<file path="src/hdl/ctu_cken_pkg.sv">
// Clock-enable unit numbering and default levels, imported by the sequencer, collector and top
package ctu_cken_pkg;

  // Units under sequencer control
  localparam int unsigned num_unit = 9;

  // Bit position of each unit in every enable vector
  // Order is also the turn-on order after a start
  typedef enum logic [3:0] {
    dram02 = 4'd0,
    dram13 = 4'd1,
    efc    = 4'd2,
    iob    = 4'd3,
    jbi    = 4'd4,
    jbusl  = 4'd5,  // Always-running
    jbusr  = 4'd6,  // Always-running
    misc   = 4'd7,  // Always-running
    dbg    = 4'd8   // Always-running
  } cken_unit_e;

  // One enable bit per unit
  typedef logic [num_unit-1:0] cken_vec_t;

  // Level each unit holds while the JBus clock is not started
  // Always-running units idle on, the rest idle off
  localparam cken_vec_t cken_default_on = cken_vec_t'(
    (1 << jbusl) |
    (1 << jbusr) |
    (1 << misc)  |
    (1 << dbg)
  );

endpackage

</file>
<file path="src/hdl/ctu_trig_pkg.sv">
// Trigger source numbering and status vector type, imported by the collector and top
package ctu_trig_pkg;

  // Units that can raise a trigger toward the CTU
  localparam int unsigned num_trig = 5;

  // Bit position of each source in the trigger vectors
  typedef enum logic [2:0] {
    jbi    = 3'd0,
    iob    = 3'd1,
    iob_l2 = 3'd2,  // L2 trigger via IOB
    dram02 = 3'd3,
    dram13 = 3'd4
  } trig_src_e;

  // One bit per trigger source
  // Used for raw, retimed and sticky vectors
  typedef logic [num_trig-1:0] trig_vec_t;

endpackage

</file>
<file path="src/hdl/ctu_cken_seq.sv">
// Start/stop FSM that raises the unit pre-enables one by one, stagger cycles apart
module ctu_cken_seq
  import ctu_cken_pkg::*;
#(
  parameter int unsigned stagger = 4  // Cycles between turn-ons, 1 or more
) (
  input  logic      jbus_clk,
  input  logic      rst,
  input  logic      start,      // Pulse
  input  logic      stop,       // Pulse, wins over start
  output logic      start_clk,  // Clock started flag
  output cken_vec_t cken_pre    // Pre-enables toward the slices
);

  // Counter value at which the last unit gets its turn
  localparam int unsigned last_slot = (num_unit - 1) * stagger;
  localparam int unsigned cnt_w     = $clog2(last_slot + 1);

  logic [cnt_w-1:0] slot_cnt;  // Cycles since start, saturating
  logic             cnt_sat;   // Last slot reached
  cken_vec_t        slot_hit;  // Unit whose slot is now

  assign cnt_sat = (slot_cnt == cnt_w'(last_slot));

  // Unit k is due when the counter hits k * stagger
  always_comb begin
    for (int k = 0; k < num_unit; k++) begin
      slot_hit[k] = (slot_cnt == cnt_w'(k * stagger));
    end
  end

  // Started flag
  always_ff @(posedge jbus_clk) begin
    if (rst) begin
      start_clk <= 1'b0;
    end else if (stop) begin
      start_clk <= 1'b0;  // Stop has priority
    end else if (start) begin
      start_clk <= 1'b1;  // Repeat start is harmless
    end
  end

  // Turn-on counter
  always_ff @(posedge jbus_clk) begin
    if (rst || stop) begin
      slot_cnt <= '0;
    end else if (!start_clk) begin
      slot_cnt <= '0;  // Idle, wait at slot 0
    end else if (!cnt_sat) begin
      slot_cnt <= slot_cnt + 1'b1;
    end
  end

  // Pre-enables accumulate, each one set in its own slot
  always_ff @(posedge jbus_clk) begin
    if (rst) begin
      cken_pre <= '0;
    end else if (stop) begin
      cken_pre <= '0;  // All units drop together
    end else if (start_clk) begin
      cken_pre <= cken_pre | slot_hit;
    end
  end

endmodule

</file>
<file path="src/hdl/ctu_cken_sync_slice.sv">
// One unit's JBus retiming flop, holding the unit default until the clock is started
module ctu_cken_sync_slice #(
  parameter bit default_on = 1'b0  // Idle level of this unit
) (
  input  logic jbus_clk,
  input  logic rst,
  input  logic start_clk,  // From sequencer
  input  logic cken_pre,   // This unit's pre-enable
  output logic cken        // Retimed enable
);

  logic cken_nxt;

  // Not started means the default level
  // Off-type units load 0 and always-running units load 1
  assign cken_nxt = start_clk ? cken_pre : default_on;

  // Reset also parks the flop at the default
  always_ff @(posedge jbus_clk) begin
    if (rst) begin
      cken <= default_on;
    end else begin
      cken <= cken_nxt;  // One cycle behind the pre-enable
    end
  end

endmodule

</file>
<file path="src/hdl/ctu_trig_collect.sv">
// Gathers the retimed enables and retimes the unit triggers with edge and sticky status
module ctu_trig_collect
  import ctu_cken_pkg::*,
         ctu_trig_pkg::*;
(
  input  logic      jbus_clk,
  input  logic      rst,
  input  cken_vec_t cken_sync,    // Slice outputs
  input  trig_vec_t trig,         // Raw trigger levels
  input  logic      trig_clr,     // Clears sticky status
  output cken_vec_t cken,
  output logic      cken_all_on,  // Every unit enabled
  output trig_vec_t trig_jl,      // Retimed triggers
  output logic      trig_event,   // Any rising trigger
  output trig_vec_t trig_status   // Sticky rising edges
);

  trig_vec_t trig_prev;  // trig_jl one cycle back
  trig_vec_t trig_rise;  // 0 to 1 transitions

  // Slices already registered, no further stage
  assign cken = cken_sync;

  // All-on flag lags the last rising enable by one cycle
  always_ff @(posedge jbus_clk) begin
    if (rst) begin
      cken_all_on <= 1'b0;
    end else begin
      cken_all_on <= &cken_sync;
    end
  end

  // Single retiming stage, plus history for edge detect
  always_ff @(posedge jbus_clk) begin
    if (rst) begin
      trig_jl   <= '0;
      trig_prev <= '0;
    end else begin
      trig_jl   <= trig;
      trig_prev <= trig_jl;
    end
  end

  assign trig_rise = trig_jl & ~trig_prev;

  // Event is one cycle wide since trig_prev catches up next edge
  always_ff @(posedge jbus_clk) begin
    if (rst) begin
      trig_event <= 1'b0;
    end else begin
      trig_event <= |trig_rise;
    end
  end

  // Sticky status
  // A rise in the clear cycle still lands
  always_ff @(posedge jbus_clk) begin
    if (rst) begin
      trig_status <= '0;
    end else if (trig_clr) begin
      trig_status <= trig_rise;
    end else begin
      trig_status <= trig_status | trig_rise;
    end
  end

endmodule

</file>
<file path="src/hdl/ctu_clsp_top.sv">
// JBus clock-enable sequencer top, ties the sequencer, per-unit slices and collector together
module ctu_clsp_top
  import ctu_cken_pkg::*,
         ctu_trig_pkg::*;
#(
  parameter int unsigned stagger = 4  // Cycles between unit turn-ons
) (
  input  logic      jbus_clk,
  input  logic      rst,
  input  logic      start,        // Pulse, start sequence
  input  logic      stop,         // Pulse, all units to default
  input  trig_vec_t trig,         // Unit trigger levels
  input  logic      trig_clr,     // Pulse, clear sticky status
  output cken_vec_t cken,         // Per-unit enables
  output logic      cken_all_on,
  output trig_vec_t trig_jl,
  output logic      trig_event,
  output trig_vec_t trig_status
);

  logic      start_clk;  // Sequencer started
  cken_vec_t cken_pre;   // Staggered pre-enables
  cken_vec_t cken_sync;  // Retimed enables

  // Start/stop control
  ctu_cken_seq #(
    .stagger   (stagger)
  ) u_cken_seq (
    .jbus_clk  (jbus_clk),
    .rst       (rst),
    .start     (start),
    .stop      (stop),
    .start_clk (start_clk),
    .cken_pre  (cken_pre)
  );

  // One retiming slice per unit
  // Default level comes from the unit table
  for (genvar k = 0; k < num_unit; k++) begin : g_slice
    ctu_cken_sync_slice #(
      .default_on (cken_default_on[k])
    ) u_slice (
      .jbus_clk   (jbus_clk),
      .rst        (rst),
      .start_clk  (start_clk),
      .cken_pre   (cken_pre[k]),
      .cken       (cken_sync[k])
    );
  end

  // Enable fan-in and trigger handling
  ctu_trig_collect u_trig_collect (
    .jbus_clk    (jbus_clk),
    .rst         (rst),
    .cken_sync   (cken_sync),
    .trig        (trig),
    .trig_clr    (trig_clr),
    .cken        (cken),
    .cken_all_on (cken_all_on),
    .trig_jl     (trig_jl),
    .trig_event  (trig_event),
    .trig_status (trig_status)
  );

endmodule

</file>
<file path="config.mk">
export PLATFORM = sky130hd
export DESIGN_NAME = ctu_clsp_top
export DESIGN_NICKNAME = d
export VERILOG_FILES = /design/src/hdl/ctu_cken_pkg.sv /design/src/hdl/ctu_trig_pkg.sv /design/src/hdl/ctu_cken_seq.sv /design/src/hdl/ctu_cken_sync_slice.sv /design/src/hdl/ctu_trig_collect.sv /design/src/hdl/ctu_clsp_top.sv
export SDC_FILE = /design/constraint.sdc
export NUM_CORES = 1
export LEC_CHECK = 0
export ABC_AREA = 1
export BUFFER_PORTS_ARGS = -buffer_cell sky130_fd_sc_hd__clkbuf_2
export CELL_PAD_IN_SITES_DETAIL_PLACEMENT = 0
export CELL_PAD_IN_SITES_GLOBAL_PLACEMENT = 1
export CORE_ASPECT_RATIO = 1.4
export CORE_MARGIN = 2
export CORE_UTILIZATION = 35
export CTS_CLUSTER_SIZE = 24
export DETAILED_ROUTE_END_ITERATION = 10
export PLACE_DENSITY = 0.73
export SYNTH_ARGS = -nofsm -noshare
export SYNTH_HDL_FRONTEND = slang
export SYNTH_SLANG_ARGS = --single-unit
</file>
<file path="constraint.sdc">
create_clock -name jbus_clk -period 1 [get_ports jbus_clk]
set_input_delay 0.25 -clock jbus_clk [delete_from_list [all_inputs] [get_ports jbus_clk]]
set_output_delay 0.25 -clock jbus_clk [all_outputs]
set_load 0.1 [all_outputs]
</file>
# Word level (Yosys, flattened, before mapping)
# Index checks and enable logic that the tools add are counted.
# op_classes
addsub,1
n_eq_ne,8
muxes,1
bitwise_logic,5
n_reduce_logical,7
# op_table
operator,count
== test 6 x 5 -> 1 bit (second input constant),4
== test 6 x 4 -> 1 bit (second input constant),2
bitwise OR 9 bit,1
AND reduction 9 bit,1
adder 6 x 1 -> 6 bit (second input constant),1
== test 6 x 3 -> 1 bit (second input constant),1
== test 6 bit (second input constant),1
zero test 6 bit,1
OR reduction 2 bit,3
AND 5 bit,1
two-way mux 5 bit,1
NOT 5 bit,1
bitwise OR 5 bit,1
OR reduction 5 bit,1
logical OR 1 bit,1
NOT 1 bit,1
# word_totals
reg_bits,42
input_bits,10
output_inout_bits,21
word_cells,39

# Depth between registers and ports, before layout
# Gate-level depths: netlist of the first run.
# logic_depth
depth_word,4
depth_mapped,6
ltp_nobuf,6

# By module
# A second synthesis of the first run with hierarchy kept.
# hier_totals
hier_cells,206
hier_area_um2,1624.1
# modules_own_cells
module,n_inst,cells_each,area_per_inst_um2,seq_area_each_um2
ctu_cken_seq,1,97,698.2,320.3
ctu_trig_collect,1,78,645.6,340.3
ctu_cken_sync_slice (g_slice[0].u_slice ...),5,3,30.0,20.0
ctu_cken_sync_slice (g_slice[5].u_slice ...),4,4,32.5,20.0

# Least setup slack after synthesis of the first run
# No wires, ideal clock.
# synth_path
path_kind,reg-to-reg
from,register u_trig_collect.trig_jl[3]
to,register u_trig_collect.trig_event
setup_time_ps,64
arrival_time_ps,1306
required_time_ps,936
path_slack_ps,-370
stages_incl_launch_ff,5
n_path_buf,0
period_less_slack_ps,1370
cell_sequence,dfxtp_1 -> nand2_1 -> nand3_1 -> nor2_1 -> nor2_1
# synth_via
elab_chain_len,2
# synth_rtl
element,line,text
from (decl),ctu_trig_collect.sv:13,"output trig_vec_t trig_jl,"
from (signal assigned),ctu_trig_collect.sv:39,trig_jl <= trig;
AND 5 bit,ctu_trig_collect.sv:44,assign trig_rise = trig_jl & ~trig_prev;
OR reduction 5 bit,ctu_trig_collect.sv:51,trig_event <= |trig_rise;
to (signal assigned),ctu_trig_collect.sv:51,
to (decl),ctu_trig_collect.sv:14,"output logic trig_event,"
# No other way between the ends.
# A chain may end at the register's enable or synchronous reset.

# Worst setup path after layout of the first run
# layout_path
from,register g_slice[5].u_slice.cken
to,output cken[5]
# layout_lines
element,line,text
from (decl),ctu_cken_sync_slice.sv:9,output logic cken
from (signal assigned),ctu_cken_sync_slice.sv:21,cken <= default_on;
from (signal assigned),ctu_cken_sync_slice.sv:23,cken <= cken_nxt;
to (decl),ctu_clsp_top.sv:14,"output cken_vec_t cken,"
# No word-level cell between the ends.

==> results.cfg, run 1 <==
[placed_design]
port_buffers = 30
gp_congestion = 0.796
dp_hpwl_um = 2100

[logic_synthesis]
netlist.top_cell.by_area = dfxtp_1
ys_seq_area_frac = 0.533
avgSynthCellArea_um2 = 8.05
synth_area_um2 = 1580
netlist_instances = 196
synth_nets = 208
ys_ff_latch = 42
synth_area_leaders = dfxtp_1, nand2_1, nor2_1
synth.top_cell.area_share = 0.533
ys_types = 24
synth_warnings = 0

[run_status]
outcome = finished, violations left
violations = negative setup slack

[min_path]
hold_class = input pin to register

[global_routing]
grt_pass1_wl_um = 5110
grt_max_degree = 17
grt_pass1_vias = 1217
antenna_found_initial = 0
groute.usage.overall = 0.133
overflow = 0

[floorplan]
start_util = 0.369
die_x_um = 60.7
die_y_um = 83.4
die-area_um2 = 5070
num_io_pins = 31
fp-row-count = 28
core_area_um2 = 4270

[sta]
maxSlewHeadroom = 0.752
setup_viol = 28
fin_skew_ns = 0.00688
fin_crit_ns = 1.08
finalHoldViolations = 0
max_freq_mhz = 928
rsz0062_at_grt = yes
period_share = 1.08
holdWs_ns = 0.135
tightest_slew_ns = 0.371
slew_violations = 0
setup_slack_ns = -0.0771

[clocking]
cts_root_buf = clkbuf_8
cts_max_level = 2
clk_pin_slew_ns = 0.08
cts_sinks = 42
cts_buffer_depth = 2
cts_hold_buf = 0
insertion_delay_ns = 0.29
tritoncts = yes
cts_made_buffers = 5

[worst_setup_path]
cp_slowest_cell = dfxtp_2
cp.arrival_ns = 0.83
timing.critical_path.to = cken[5]
regToRegSetupSlack_ns = -0.02
crit_path_start_kind = register
crit_required_ns = 0.75
worstPathMaxFanout = 2
cp-startpoint = g_slice[5].u_slice.cken$_SDFF_PP1_
cp-end-kind = output pin
crit_family = flip-flops
cp_num_cells = 1
worst-path-buf-inv = 1
path_cells = buf_12
crit_type = register to output pin
r2r-end = u_cken_seq.cken_pre[2]$_SDFFE_PP0P_
r2r_start = u_cken_seq.slot_cnt[0]$_SDFFE_PP0P_
reg2reg_depth = 6
slowest_delay_ns = 0.36

[layout]
drive_gt1_frac = 0.474
diodes = 0
area_growth_pct = 48.9
n_fill_cell = 408
layout.nets = 246

[routing]
route.detailed.drc = 0
first_pass_iters = 5
wl_per_cell_um = 10.1
highest_layer = met4
dr_wl_met2_um = 1580
wl_met3_um = 104
wl_met1_um = 1240
wl_um = 2970
ant_nets = 0
drt-initial-drc-count = 31
dr_total_vias = 1225
via_per_inst = 4.17

[power]
vdd_drop_max_mv = 0.781
p_total_w = 0.00327
power_density_nw_per_um2 = 1390
power.leakage_nw = 0.956

[job]
maxCapViolCount = 0
==> cells in the mapped netlist <==
cell type,number
dfxtp_1,42
nand2_1,33
nor2_1,32
inv_1,30
a21oi_1,13
nand3_1,11
buf_4,9
inv_2,4
nor2_2,3
ha_1,2
nand2_4,2
nand4_1,2
nor2_4,2
buf_2,1
buf_6,1
clkinv_2,1
nand2_2,1
nor3_1,1
nor3_2,1
o21ai_0,1
o21ai_1,1
or2_1,1
xnor2_1,1
xor2_1,1
==> area by class of cell <==
class                      count  area, µm²  area share
multi-input combinational    108        628       0.267
timing repair buffer          42        556       0.236
tap                           60       75.1      0.0319
sequential                    42        880       0.374
clock inverter                 2       10.0     0.00426
inverter                      35        133      0.0564
clock buffer                   5       68.8      0.0293
==> cells by family (layout without fill, tap and decap cells) <==
logic type               after synthesis  count (layout)  synth area share
AND/OR/NAND/NOR                       89              89             0.255
buffers and inverters                 46              84             0.137
XOR/XNOR                               2               2            0.0111
flip-flops                            42              42             0.533
adder cells (fa/ha/maj)                2               2            0.0159
AO/OA/AOI/OAI                         15              15            0.0476
==> state kept, by name (all words and copies together), names as in the netlist <==
signal / cells
u_cken_seq.cken_pre: 9
u_trig_collect.cken_all_on: 1
u_cken_seq.start_clk: 1
u_trig_collect.trig_event: 1
u_cken_seq.slot_cnt: 6
u_trig_collect.trig_status: 5
u_trig_collect.trig_prev: 5
g_slice.u_slice.cken: 9
u_trig_collect.trig_jl: 5
==> cells in the final DEF, fill, tap and decap left out, drive strengths merged, types with 2 or more instances in the layout <==
master	count
a21oi	13
buf	33
clkbuf	14
clkinv	3
dfxtp	42
ha	2
inv	34
nand2	36
nand3	11
nand4	2
nor2	37
nor3	2
o21ai	2
==> metrics by stage <==
| stage | worst slack, ns | cell area, µm² | cells | TNS [ns] | util |
|---|---|---|---|---|---|
| 3_3_place_gp | -0.0367 | 2090 | 280 | -0.232 | 0.489 |
| 4_1_cts | -0.0838 | 2280 | 293 | -1.58 | 0.533 |
| 2_1_floorplan | -0.0366 | 1600 | 196 | -0.0366 | - |
| 3_5_place_dp | -0.0782 | 2090 | 280 | -0.513 | 0.489 |
| 5_1_grt | -0.107 | 2350 | 294 | -2.88 | 0.550 |
| 6_report | -0.0771 | 2350 | 294 | -1.43 | 0.550 |
==> worst min-delay path by stage <==
| stage | from | end | slack [ns] | depth (start not counted) |
|---|---|---|---|---|
| floorplan | trig[0] | u_trig_collect.trig_jl[0]$_SDFF_PP0_ | 0.35 | 2 |
| global placement | u_cken_seq.cken_pre[8]$_SDFFE_PP0P_ | g_slice[8].u_slice.cken$_SDFF_PP1_ | 0.41 | 2 |
| detailed placement | u_cken_seq.cken_pre[6]$_SDFFE_PP0P_ | g_slice[6].u_slice.cken$_SDFF_PP1_ | 0.41 | 2 |
| CTS | trig[2] | u_trig_collect.trig_jl[2]$_SDFF_PP0_ | 0.13 | 3 |
| global route | trig[3] | u_trig_collect.trig_jl[3]$_SDFF_PP0_ | 0.14 | 3 |
| finish | trig[2] | u_trig_collect.trig_jl[2]$_SDFF_PP0_ | 0.13 | 3 |
==> repair_timing <==
action                     in CTS  in global routing
cloned                          0                  0
setup endpoints to repair      33                 36
gates resized for setup        29                 18
pin swaps                      11                  9
setup buffers                   6                  1
==> metal layers <==
metal / track usage / vias up
met2: 0.215 / 25
met5: 0 / -
li1: - / 654
met3: 0.0436 / 6
met4: 0.0573 / 0
met1: 0.154 / 540
==> report_power, final <==
part,internal [W],switching [W]
logic,0.000183,0.000321
clock network,0.000469,0.000542
registers,0.00172,0.0000374
Note: power is estimated with default switching activity, not from simulation.
==> run 2, diff against run 1 <==
- CORE_UTILIZATION: 35 -> 39
- HOLD_SLACK_MARGIN: unset -> 0.03
- PLACE_DENSITY: 0.73 -> unset
- PLACE_DENSITY_LB_ADDON: unset -> 0.15
- clock period: 1 -> 1.2 ns (I/O delays scaled with it)
==> results.cfg, run 2 (synthesis results as in run 1) <==
[sta]
setup_tns_ns = 0
fin_crit_ns = 1.18
maxSlewHeadroom = 0.792
period_share = 0.981
max_freq_mhz = 850
slew_violations = 0
fin_skew_ns = 0.00127
finalHoldViolations = 0
tightest_slew_ns = 0.311
rsz0062_at_grt = no
setup_viol = 0

[layout]
layout.nets = 235
multi_input_area_um2 = 533
area_growth_pct = 36.0
diodes = 0
stdcell_count = 267
seqCellArea_um2 = 862
final_cell_mix = nand2_1, nor2_1, inv_1
drive_gt1_frac = 0.313
final_common_cell = nand2_1
n_fill_cell = 365
largestRegisters = g_slice.u_slice.cken (9), u_cken_seq.cken_pre (9), u_cken_seq.slot_cnt (6)

[power]
vdd_drop_max_mv = 0.982
clkPwrFrac = 0.327
intPower_w = 0.00203
power.leakage_nw = 0.899
pwr-share-comb = 0.141
switching_share = 0.263
p_switching_w = 0.000726
power_density_nw_per_um2 = 1280
seqPwrFrac = 0.532

[worst_setup_path]
cp.arrival_ns = 0.88
cp_slowest_cell = dfxtp_1
crit_required_ns = 0.90
crit_path_start_kind = register
crit_family = flip-flops
slowest_delay_ns = 0.40
worstPathMaxFanout = 2
r2r-end = u_cken_seq.cken_pre[2]$_SDFFE_PP0P_
reg2reg_depth = 6
regToRegSetupSlack_ns = 0.14
worst-path-buf-inv = 1
crit_type = register to output pin
path_cells = buf_12
r2r_start = u_cken_seq.slot_cnt[0]$_SDFFE_PP0P_
cp-end-kind = output pin

[clocking]
cts_max_level = 2
clk_pin_slew_ns = 0.07
tritoncts = yes
insertion_delay_ns = 0.28
cts_root_buf = clkbuf_8
cts_buffer_depth = 2
cts_sinks = 42
post_cts_buffers = 0
cts_made_buffers = 5

[floorplan]
die_x_um = 57.8
num_io_pins = 31
start_util = 0.403
die_y_um = 79.3
die-area_um2 = 4580
fp-row-count = 27
core_area_um2 = 3920

[run_status]
outcome = finished, final reports clean

[routing]
wl_um = 2720
first_pass_iters = 3
drt-initial-drc-count = 24
wl_per_cell_um = 10.2
ant_nets = 0
via_per_inst = 4.48
route.detailed.drc = 0
dr_total_vias = 1196

[placed_design]
port_buffers = 30
dp_hpwl_um = 2170
gp_congestion = 0.835
dp_cells = 259

[global_routing]
grt_pass1_vias = 1155
overflow = 0
groute.usage.overall = 0.139
antenna_found_initial = 0
grt_max_degree = 17
grt_pass1_wl_um = 4820

[min_path]
hold_class = input pin to register
holdPathStages = 3
worstHoldStart = trig[1]
whs_endpoint = u_trig_collect.trig_jl[1]$_SDFF_PP0_

[job]
maxCapViolCount = 0
-- run 2: worst max-delay path by stage --
stage               depth (start not counted)                                 start                              endpoint
global placement                            6   u_cken_seq.slot_cnt[0]$_SDFFE_PP0P_   u_cken_seq.cken_pre[1]$_SDFFE_PP0P_
finish                                      1    g_slice[3].u_slice.cken$_SDFF_PP0_                               cken[3]
detailed placement                          6   u_cken_seq.slot_cnt[0]$_SDFFE_PP0P_   u_cken_seq.cken_pre[1]$_SDFFE_PP0P_
global route                                1    g_slice[3].u_slice.cken$_SDFF_PP0_                               cken[3]
CTS                                         1    g_slice[8].u_slice.cken$_SDFF_PP1_                               cken[8]
floorplan                                   4  u_trig_collect.trig_jl[3]$_SDFF_PP0_  u_trig_collect.trig_event$_SDFF_PP0_
-- run 2: stage by stage --
stage / setup WS [ns] / cell area, µm² / hold slack, ns / power [W] / util
4_1_cts: 0.0138 / 2130 / 0.187 / 0.00280 / 0.543
3_3_place_gp: 0.114 / 2040 / 0.417 / 0.00188 / 0.519
3_5_place_dp: 0.0912 / 2040 / 0.420 / 0.00189 / 0.519
2_1_floorplan: 0.163 / 1590 / 0.400 / 0.00175 / -
5_1_grt: 0.00397 / 2150 / 0.183 / 0.00289 / 0.548
6_report: 0.0231 / 2150 / 0.194 / 0.00276 / 0.548
-- run 2: layout make-up --
cell class                 instances  area share
clock inverter                     1     0.00233
sequential                        42       0.402
timing repair buffer              31       0.220
inverter                          35      0.0618
tap                               43      0.0251
clock buffer                       7      0.0402
multi-input combinational        108       0.248
-- run 2: per-layer routing --
metal / track usage / part of all wire
met1: 0.147 / 0.42
met2: 0.242 / 0.51
met3: 0.0505 / 0.045
met4: 0.0628 / 0.021
met5: 0 / 0
-- run 2: power by group through the flow --
stage               Sequential, W  Clock (W)  Combinational (W)
finish                    0.00147   0.000901           0.000388
global route              0.00147    0.00101           0.000408
CTS                       0.00147   0.000942           0.000390
detailed placement        0.00150          0           0.000389
global placement          0.00150          0           0.000386
floorplan                 0.00164          0           0.000108
-- run 2: repair_timing --
action | CTS | global route
endpoints found under the setup margin | 0 | 11
hold buffers | 0 | 0
gates resized for setup | 0 | 7
